## src/mempool_pkg.sv

```systemverilog
// MemPool cluster package holding the cluster sizes and the shared TCDM request and response types
package mempool_pkg;

  // Cluster dimensions
  localparam int unsigned NumCores       = 4;
  localparam int unsigned NumBanks       = 4;
  localparam int unsigned NumOutstanding = 2;
  localparam int unsigned BankFifoDepth  = 2;

  // Word address split into bank select (low bits) and bank row
  localparam int unsigned AddrWidth    = 8;
  localparam int unsigned BankSelWidth = 2;
  localparam int unsigned RowWidth     = 6;
  localparam int unsigned BankWords    = 2 ** RowWidth;

  // Data path
  localparam int unsigned DataWidth = 32;
  localparam int unsigned BeWidth   = DataWidth / 8;

  // Bookkeeping fields
  localparam int unsigned TagWidth    = 4;
  localparam int unsigned CoreIdWidth = 2;
  localparam int unsigned CreditWidth = $clog2(NumOutstanding + 1);

  typedef logic [AddrWidth-1:0]   addr_t;
  typedef logic [DataWidth-1:0]   data_t;
  typedef logic [BeWidth-1:0]     be_t;
  typedef logic [RowWidth-1:0]    row_t;
  typedef logic [TagWidth-1:0]    tag_t;
  typedef logic [CoreIdWidth-1:0] core_id_t;
  typedef logic [CreditWidth-1:0] credit_t;

  // Request as issued by a core
  typedef struct packed {
    addr_t addr;
    logic  wen;
    data_t wdata;
    be_t   be;
    tag_t  tag;
  } core_req_t;

  // Response as seen by a core, write acks carry wen set
  typedef struct packed {
    data_t rdata;
    logic  wen;
    tag_t  tag;
  } core_resp_t;

  // Request at a bank, ini routes the response back
  typedef struct packed {
    row_t     row;
    logic     wen;
    data_t    wdata;
    be_t      be;
    tag_t     tag;
    core_id_t ini;
  } bank_req_t;

  typedef struct packed {
    data_t    rdata;
    logic     wen;
    tag_t     tag;
    core_id_t ini;
  } bank_resp_t;

endpackage : mempool_pkg

```

## src/tcdm_fifo.sv

```systemverilog
// Synchronous circular-buffer FIFO with a configurable payload type
`timescale 1ns/1ps

module tcdm_fifo #(
  parameter int unsigned Depth      = 2,
  parameter type         payload_t  = logic,
  parameter int unsigned PtrWidth   = (Depth > 1) ? $clog2(Depth) : 1,
  parameter int unsigned CountWidth = $clog2(Depth + 1)
) (
  input  logic     clk_i,
  input  logic     reset_i,
  input  logic     push_i,
  input  payload_t data_i,
  output logic     full_o,
  input  logic     pop_i,
  output payload_t data_o,
  output logic     empty_o
);

  payload_t                mem_q [Depth];
  logic [PtrWidth-1:0]     rd_ptr_q;
  logic [PtrWidth-1:0]     wr_ptr_q;
  logic [CountWidth-1:0]   count_q;
  logic                    do_push;
  logic                    do_pop;

  assign full_o  = (count_q == CountWidth'(Depth));
  assign empty_o = (count_q == '0);
  assign data_o  = mem_q[rd_ptr_q];

  // Requests against a full or empty buffer are dropped
  assign do_push = push_i && !full_o;
  assign do_pop  = pop_i && !empty_o;

  always_ff @(posedge clk_i) begin
    if (reset_i) begin
      rd_ptr_q <= '0;
      wr_ptr_q <= '0;
      count_q  <= '0;
    end else begin
      if (do_push) begin
        wr_ptr_q <= (wr_ptr_q == PtrWidth'(Depth - 1)) ? '0 : wr_ptr_q + 1'b1;
      end
      if (do_pop) begin
        rd_ptr_q <= (rd_ptr_q == PtrWidth'(Depth - 1)) ? '0 : rd_ptr_q + 1'b1;
      end
      if (do_push && !do_pop) begin
        count_q <= count_q + 1'b1;
      end else if (do_pop && !do_push) begin
        count_q <= count_q - 1'b1;
      end
    end
  end

  // Payload storage
  always_ff @(posedge clk_i) begin
    if (do_push) begin
      mem_q[wr_ptr_q] <= data_i;
    end
  end

endmodule : tcdm_fifo

```

## src/tcdm_master.sv

```systemverilog
// Per-core TCDM request master with credit-based flow control and a response FIFO
`timescale 1ns/1ps

module tcdm_master (
  input  logic                   clk_i,
  input  logic                   reset_i,
  // Command side from the core
  input  logic                   cmd_valid_i,
  input  mempool_pkg::core_req_t cmd_i,
  output logic                   cmd_ready_o,
  // Response side to the core
  output logic                    resp_valid_o,
  output mempool_pkg::core_resp_t resp_o,
  input  logic                    resp_ready_i,
  // Interconnect request port
  output logic                   req_valid_o,
  output mempool_pkg::core_req_t req_o,
  input  logic                   gnt_i,
  // Interconnect response port, no back-pressure
  input  logic                    ic_resp_valid_i,
  input  mempool_pkg::core_resp_t ic_resp_i
);

  import mempool_pkg::*;

  credit_t credit_q;
  logic    has_credit;
  logic    req_taken;
  logic    resp_pop;
  logic    fifo_empty;

  assign has_credit = (credit_q != '0);

  // Commands go straight to the interconnect while a credit is held
  assign req_valid_o = cmd_valid_i && has_credit;
  assign req_o       = cmd_i;
  assign cmd_ready_o = has_credit && gnt_i;

  assign req_taken = req_valid_o && gnt_i;
  assign resp_pop  = resp_valid_o && resp_ready_i;

  // One credit per reserved slot in the response FIFO
  always_ff @(posedge clk_i) begin
    if (reset_i) begin
      credit_q <= credit_t'(NumOutstanding);
    end else begin
      case ({req_taken, resp_pop})
        2'b10:   credit_q <= credit_q - 1'b1;
        2'b01:   credit_q <= credit_q + 1'b1;
        default: credit_q <= credit_q;
      endcase
    end
  end

  // Never overflows since every slot is backed by a credit
  tcdm_fifo #(
    .Depth     (NumOutstanding),
    .payload_t (core_resp_t)
  ) i_resp_fifo (
    .clk_i   (clk_i),
    .reset_i (reset_i),
    .push_i  (ic_resp_valid_i),
    .data_i  (ic_resp_i),
    .full_o  (),
    .pop_i   (resp_pop),
    .data_o  (resp_o),
    .empty_o (fifo_empty)
  );

  assign resp_valid_o = !fifo_empty;

endmodule : tcdm_master

```

## config.mk

```make
export PLATFORM = sky130hd
export DESIGN_NAME = tcdm_master
export DESIGN_NICKNAME = d
export VERILOG_FILES = /design/src/mempool_pkg.sv /design/src/tcdm_fifo.sv /design/src/tcdm_master.sv
export SDC_FILE = /design/constraint.sdc
export NUM_CORES = 1
export LEC_CHECK = 0
export BUFFER_PORTS_ARGS = -buffer_cell sky130_fd_sc_hd__buf_2
export CORE_MARGIN = 1
export CORE_UTILIZATION = 40
export DETAILED_ROUTE_END_ITERATION = 7
export GPL_TIMING_DRIVEN = 0
export PLACE_DENSITY = 0.79
export SLEW_MARGIN = 20
export SYNTH_ARGS = -nofsm -noshare
export SYNTH_HDL_FRONTEND = slang
export SYNTH_SLANG_ARGS = --single-unit
```

## constraint.sdc

```tcl
create_clock -name clk_i -period 2.52 [get_ports clk_i]
set_input_delay 0.504 -clock clk_i [delete_from_list [all_inputs] [get_ports clk_i]]
set_output_delay 0.504 -clock clk_i [all_outputs]
set_load 0.05 [all_outputs]
```

### Yosys cells after proc, flatten, opt, wreduce, memory -nomap -nowiden

Memories as Yosys holds them, arrays and structs flattened. A register that Yosys moved wholly into a read port is not among the register bits.
Index checks and enable logic that the tools add are counted.
Widths: inputs -> output; s select.

| storage, ports and cells | value |
|---|---|
| RAM bits | 74 |
| output and inout port bits | 89 |
| memories | 1 |
| bits in registers | 6 |
| input port bits | 92 |
| word-level logic and storage cells | 39 |

Memories:

| memory | words | bits a word | rd ports | clocked after memory_dff | write ports | line | RTL |
|---|---|---|---|---|---|---|---|
| i_resp_fifo.mem_q | 2 | 37 | 1 | 1 | 1 | tcdm_fifo.sv:20 | `payload_t mem_q [Depth];` |

| operators by class | value |
|---|---|
| equality and inequality tests | 3 |
| reduce and logical (&&, ||, !) cells | 16 |
| $add $sub $neg | 6 |
| multiplexer cells | 9 |

Operators with widths:

| cell | count |
|---|---|
| $logic_and 1x1->1 | 8 |
| $mux 1 | 6 |
| $reduce_bool 2->1 | 3 |
| $add 2x1->2 const B | 2 |
| $eq 2x2->1 const B | 2 |
| $logic_not 1->1 | 4 |
| $mux 2 | 2 |
| $pmux 2 s2 | 1 |
| $sub 2x1->2 const B | 2 |
| $add 1x1->1 const B | 2 |
| $eq 2x1->1 const B | 1 |
| $logic_not 2->1 | 1 |

### Logic depth before layout (Yosys ltp)

Gate-level depths: netlist (run 1).

| depth | value |
|---|---|
| word-level depth | 7 |
| gate-level depth with buffers | 7 |
| mapped depth without buffers | 7 |

### Cells and area by module

From an unflattened synthesis (run 1), not the netlist that was laid out.

| second synthesis, totals | value |
|---|---|
| cell total of the unflattened synthesis | 203 |
| area total of the unflattened synthesis | 3373.2 µm² |

By module, submodules not included:

| module | sequential area each (µm²) | area each (µm²) | cells each | instances |
|---|---|---|---|---|
| tcdm_fifo | 2322.2 | 2884.0 | 140 | 1 |
| tcdm_master | 40.0 | 489.2 | 63 | 1 |

### Least setup slack after synthesis (run 1)

Ideal clock, no wire load.

| path | value |
|---|---|
| path kind | register -> register |
| start point | register i_resp_fifo.count_q[0] |
| end point | memory i_resp_fifo.mem_q[1][0] (netlist name) (enable) |
| buffers on the path | 0 |
| data arrival time | 2.167 ns |
| clock period less this slack | 2.599 ns |
| stages on the path, launching flop included | 4 |
| required time | 2.089 ns |
| library setup time | 0.431 ns |
| setup slack | -0.079 ns |
| cell sequence | dfxtp_1 nand2b_1 nand2_1 nor2_1 |

| on the way | value |
|---|---|
| cells in the longest elaborated chain, start to end | 5 |

Ends and longest elaborated chain:

| item | line | RTL |
|---|---|---|
| start: declaration | tcdm_fifo.sv:23 | `logic [CountWidth-1:0] count_q;` |
| start signal: assignment | tcdm_fifo.sv:48 | `count_q <= count_q + 1'b1;` |
| start signal: assignment | tcdm_fifo.sv:50 | `count_q <= count_q - 1'b1;` |
| $eq 2x2->1 | tcdm_fifo.sv:27 | `assign full_o = (count_q == CountWidth'(Depth));` |
| $logic_not 1->1 | tcdm_fifo.sv:32 | `assign do_push = push_i && !full_o;` |
| $logic_and 1x1->1 | tcdm_fifo.sv:32 |  |
| $mux 1 | tcdm_fifo.sv:57 | `if (do_push) begin` |
| $mux 1 (implied by the code) | tcdm_fifo.sv:58 | `mem_q[wr_ptr_q] <= data_i;` |
| end: declaration | tcdm_fifo.sv:20 |  |

No other way between the ends.

==> results.json, run 1 <==
{
  "cts_buffer_depth": 2,
  "ys_seq_area_share_pct": 70.1,
  "core_um2": 8180,
  "nFillCells": 686,
  "rows": 33,
  "layout_min_cycle_time_ps": 2210,
  "yosys_warnings": 0,
  "remaining_drc_errors": 0,
  "crit_path_end_kind": "output port",
  "place_ws_ps": 658,
  "grt_pass1_wl_um": 8730,
  "place_congestion": 0.746,
  "syn_inst": 203,
  "drive_gt1_share_pct": 67.9,
  "slew_headroom_pct": 67.9,
  "final_cell_mix": "buf_2 (132), edfxtp_1 (74), buf_4 (52)",
  "finalCritPeriodShare_pct": 87.6,
  "maxCapViolations": 0,
  "critPathLaunchType": "register",
  "viasPerCell": 4.52,
  "first_iter_violations": 64,
  "cts_resized": 0,
  "hold_viol": 0,
  "finish.instance_area_um2": 4390,
  "drt-total-wl_um": 6030,
  "synth-seq-cells": 81,
  "die_h_um": 93.8,
  "p_total_mw": 4.51,
  "crit_type": "register to output port",
  "setup_viol_count_final": 0,
  "cts_htree_levels": 3,
  "rsz0062_at_grt": "no",
  "die_w_um": 93.8,
  "p_leak_nw": 1.87,
  "numCtsBuffers": 9,
  "overflow": 0,
  "die-area_um2": 8790,
  "powerDensity_nw_per_um2": 1030,
  "cts_sinks": 81,
  "vias": 2064,
  "cp.required_ps": 2020,
  "clock_skew_ps": 8.93,
  "status": "finished, final reports clean",
  "antenna_found_initial": 0,
  "synth_area_um2": 3370,
  "drt_pass1_iterations": 4,
  "cts_tree": "yes",
  "path_max_fanout": 10,
  "drtAntennaViolNets": 0,
  "area.growth.synth_to_final_pct": 30.3,
  "grt_use_total_pct": 13.6,
  "cts_root_buf": "clkbuf_8",
  "grt_max_degree": 25,
  "synth_top_area_share_pct": 65.9,
  "grt_pass1_vias": 1880,
  "post_cts_buffers": 0,
  "insertion_delay_ps": 340,
  "synth_cell_types": 21,
  "worstHoldPathType": "primary input to register",
  "fin_nets": 441,
  "path_clk_slew_ps": 80,
  "wl_per_cell_um": 13.2,
  "ioPinCount": 181,
  "final_common_cell": "buf_2",
  "yosys.area.top_type": "edfxtp_1",
  "worst_pin_slew_ps": 480,
  "maxSlewViolCount": 0,
  "place_area_um2": 4200,
  "fin_ws_ps": 312,
  "syn_nets": 297,
  "synth_area_leaders": "edfxtp_1 (66%), mux2_2 (12%), buf_4 (12%), dfxtp_1 (4.2%), xor2_1 (1.3%)",
  "arrival_ps": 1700,
  "n_antenna_cell": 0,
  "place_hpwl_um": 4470,
  "start_util_pct": 41.2,
  "peakVddDrop_mv": 0.379,
  "ctsHoldBuffers": 0,
  "avgSynthCellArea_um2": 16.6,
  "fmax_ghz": 0.453,
  "io_buffer_count": 131
}
layer usage:
layer,routed length (um),track usage (%)
met2,3290,24.9
met1,2200,13.8
met4,138,8.85
met5,0,0
met3,396,2.83
cell type report:
cell class / instances / area (um^2) / area share, %
tap: 105 / 131 / 2.99
timing repair buffer: 133 / 696 / 15.8
sequential: 81 / 2360 / 53.8
inverter: 4 / 15.0 / 0.342
clock buffer: 11 / 131 / 2.99
multi-input combinational: 65 / 604 / 13.8
buffer: 53 / 395 / 9.01
clock inverter: 5 / 55.1 / 1.25
metrics by stage:
step                TNS (ps)  hold slack [ps]  cells  util (%)
floorplan                  0              472    203         -
global placement       -1820              484    439      50.9
detailed placement         0              493    441      51.4
CTS                        0              322    457      53.7
global route               0              320    457      53.7
finish                     0              344    457      53.7
path summary, 6_finish.rpt:
kind	start	end	slack [ps]	cells past startpoint
max	register	resp_o[16]	310	4
min	ic_resp_i[29]	i_resp_fifo.mem_q[0][29]	340	1
max reg2reg	i_resp_fifo.count_q[0]	credit_q[1]	850	6
min reg2reg	i_resp_fifo.rd_ptr_q	register	510	2
critical path, cell delays in order (launching register included):
cell	delay, ps
dfxtp_1	310
buf_2	250
buf_4	240
mux2_2	350
buf_2	210
state kept, by name, indices dropped and copies added (netlist names), named ones only:
name,count
credit_q,2
i_resp_fifo.count_q,2
i_resp_fifo.mem_q,74
i_resp_fifo.rd_ptr_q,1
i_resp_fifo.wr_ptr_q,1
Yosys cell counts:
cell type	number
edfxtp_1	74
o21a_1	2
nand2_1	2
o21ai_0	2
a21o_1	1
or3_1	1
nor2_1	5
inv_1	4
buf_2	1
or3b_1	1
dfxtp_1	7
xor2_1	5
nor3_1	1
buf_4	52
ha_1	2
nand2b_1	1
a21oi_1	2
mux2_2	37
nand3_1	1
o21ai_1	1
or2_2	1
logic make-up after synthesis:
kind of cell,count (synthesis),synth area share (%)
DFF,81,70.1
buffers and inverters,57,12.2
muxes,37,12.4
and+or+nand+nor,13,1.89
AOI/OAI and AO/OA,8,1.41
xor gates and xnor gates,5,1.30
adders and majority gates,2,0.743
power by group:
part	switching, mW	leakage, nW	internal [mW]
Clock	0.441	0.0914	0.457
Combinational	1.30	1.03	0.559
Sequential	0.0658	0.749	1.69
No activity file was read; power rests on OpenSTA's default activity.
==> run 2: changes to the inputs <==
ABC_AREA = 1   (was default)
CORE_UTILIZATION = 35   (was 40)
PLACE_DENSITY = 0.7   (was 0.79)
==> results.json, run 2 <==
{
  "status": "finished, final reports clean",
  "layout_min_cycle_time_ps": 2040,
  "rr_startpoint": "i_resp_fifo.count_q[1]",
  "drtAntennaViolNets": 0,
  "critPathTopFamily": "buffers and inverters",
  "synth_ff_type": "edfxtp_1",
  "antenna_found_initial": 0,
  "worstHoldPathType": "primary input to register",
  "syn_nets": 313,
  "timing.critical_path.to": "resp_o[3]",
  "post_cts_buffers": 0,
  "cts_htree_levels": 3,
  "place_congestion": 0.753,
  "setup_viol_count_final": 0,
  "slew_headroom_pct": 57.4,
  "synth_cell_types": 19,
  "arrival_ps": 1530,
  "place_hpwl_um": 5520,
  "hold_ws_ps": 350,
  "synth-seq-cells": 81,
  "gr-usage-met3_pct": 4.34,
  "maxSlewViolCount": 0,
  "die_w_um": 103,
  "io_buffer_count": 131,
  "insertion_delay_ps": 330,
  "vias": 2146,
  "remaining_drc_errors": 0,
  "path_max_fanout": 10,
  "cts_tree": "yes",
  "core_um2": 9820,
  "die-area_um2": 10600,
  "largest_register": "i_resp_fifo.mem_q",
  "grt_max_degree": 21,
  "fmax_ghz": 0.491,
  "finalSetupTns_ps": 0,
  "async_flop_share_pct": 0,
  "worst_pin_slew_ps": 637,
  "crit_type": "register to output port",
  "synth_area_um2": 3560,
  "cpMaxStageDelayCell": "dfxtp_1",
  "yosys.area.top_type": "edfxtp_1",
  "n_antenna_cell": 0,
  "rows": 36,
  "overflow": 0,
  "worst-path-buf-inv": 3,
  "powerDensity_nw_per_um2": 992,
  "final_cell_mix": "buf_2 (131), edfxtp_1 (74), buf_4 (49)",
  "path_clk_slew_ps": 70,
  "cts_sinks": 81,
  "yosys_warnings": 0,
  "synth-edff-count": 74,
  "critPathLaunchType": "register",
  "drt_pass1_iterations": 4,
  "hold_viol": 0,
  "viasPerCell": 4.29,
  "grt_pass1_vias": 2089,
  "avgSynthCellArea_um2": 16.2,
  "start_util_pct": 36.2,
  "use_met2_pct": 27.8,
  "rsz0062_at_grt": "no",
  "clock_skew_ps": 5.88,
  "area.growth.synth_to_final_pct": 30.0,
  "synth_top_area_share_pct": 62.4,
  "synth_area_leaders": "edfxtp_1 (62%), mux2_4 (13%), buf_4 (10%), dfxtp_1 (3.9%), mux2_2 (2.2%)",
  "final_common_cell": "buf_2",
  "syn_inst": 219,
  "grt_use_met1_pct": 12.7,
  "cts_resized": 0,
  "yosysMostFrequentCell": "edfxtp_1",
  "cts_root_buf": "clkbuf_8",
  "synthTopCellsByCount": "edfxtp_1 (74), buf_4 (49), mux2_4 (30), inv_1 (12), nand2_1 (11)",
  "reg_top3": "i_resp_fifo.mem_q x74, credit_q x2, i_resp_fifo.count_q x2",
  "peakVddDrop_mv": 0.386,
  "cts_buffer_depth": 2,
  "critical_path_depth": 4,
  "first_iter_violations": 21,
  "ioPinCount": 181,
  "finalCritPeriodShare_pct": 80.9,
  "crit_path_end_kind": "output port",
  "cp_cell_sequence": "buf_6, buf_12, mux2_4, buf_2",
  "ctsHoldBuffers": 0,
  "r2r_cells": 9,
  "cp.required_ps": 2020,
  "fin_nets": 457,
  "grt_use_total_pct": 13.9,
  "largest_reg_flops": 74,
  "crit_path_max_incr_delay_ps": 330,
  "p_leak_nw": 2.03,
  "numCtsBuffers": 9,
  "r2r_setup_slack_ps": 900,
  "die_h_um": 103,
  "ys_seq_area_share_pct": 66.4,
  "drive_gt1_share_pct": 65.1,
  "rr_endpoint": "i_resp_fifo.count_q[1]",
  "wl_per_cell_um": 14.4,
  "maxCapViolations": 0,
  "grt_pass1_wl_um": 10300,
  "top_usage_layer": "met2",
  "drt-total-wl_um": 7210
}
-- run 2: changes by cell type after synthesis, sizes merged, moves of 2 or more --
cell,delta
nand4,+2
nor2,+3
nand2,+10
nand3,+2
xor2,-5
inv,+9
-- run 2: how the worst min path moves through the flow --
stage                     slack, ps  depth (start not counted)                  from                       end
after floorplan                 470                          2  i_resp_fifo.rd_ptr_q                  register
after global placement          480                          2  i_resp_fifo.rd_ptr_q      i_resp_fifo.rd_ptr_q
after detailed placement        510                          2  i_resp_fifo.rd_ptr_q                  register
after CTS                       320                          1         ic_resp_i[36]  i_resp_fifo.mem_q[0][36]
after global routing            330                          1         ic_resp_i[34]  i_resp_fifo.mem_q[0][34]
final                           350                          1         ic_resp_i[36]  i_resp_fifo.mem_q[0][36]
-- run 2: metal layers --
metal | wire [um] | share of wire, %
met1 | 2440 | 34
met2 | 4160 | 58
met3 | 533 | 7.4
met4 | 69 | 0.96
met5 | 0 | 0
-- run 2: kinds of logic (layout without fill, tap and decap cells) --
group,count (synthesis),in the layout,share of synthesized area [%]
buf+inv,66,214,13.7
compound gates,8,8,1.37
flops,81,81,66.4
simple gates,25,25,2.95
mux,37,37,14.9
fa+ha+maj,2,2,0.703
-- run 2: area by class of cell --
class / count / area (um^2)
buffer: 53 / 439
clock inverter: 6 / 50.0
sequential: 81 / 2360
fill: 895 / 5190
timing repair buffer: 133 / 711
tap: 133 / 166
inverter: 13 / 48.8
clock buffer: 9 / 124
multi-input combinational: 72 / 723
-- run 2: stage by stage --
stage	instance area, um^2	cells	utilization [%]	power, mW	worst slack, ps
after floorplan	3560	219	-	3.35	-41.6
after global placement	4380	483	44.6	3.70	-1160
after detailed placement	4450	485	45.3	3.79	708
after CTS	4620	500	47.1	4.65	433
after global routing	4620	500	47.1	4.81	411
final	4620	500	47.1	4.59	482
-- run 2: report_power, final --
part	switching (mW)	internal [mW]	leakage, nW
Combinational	1.32	0.642	1.19
Clock	0.418	0.437	0.0890
Sequential	0.0667	1.70	0.748
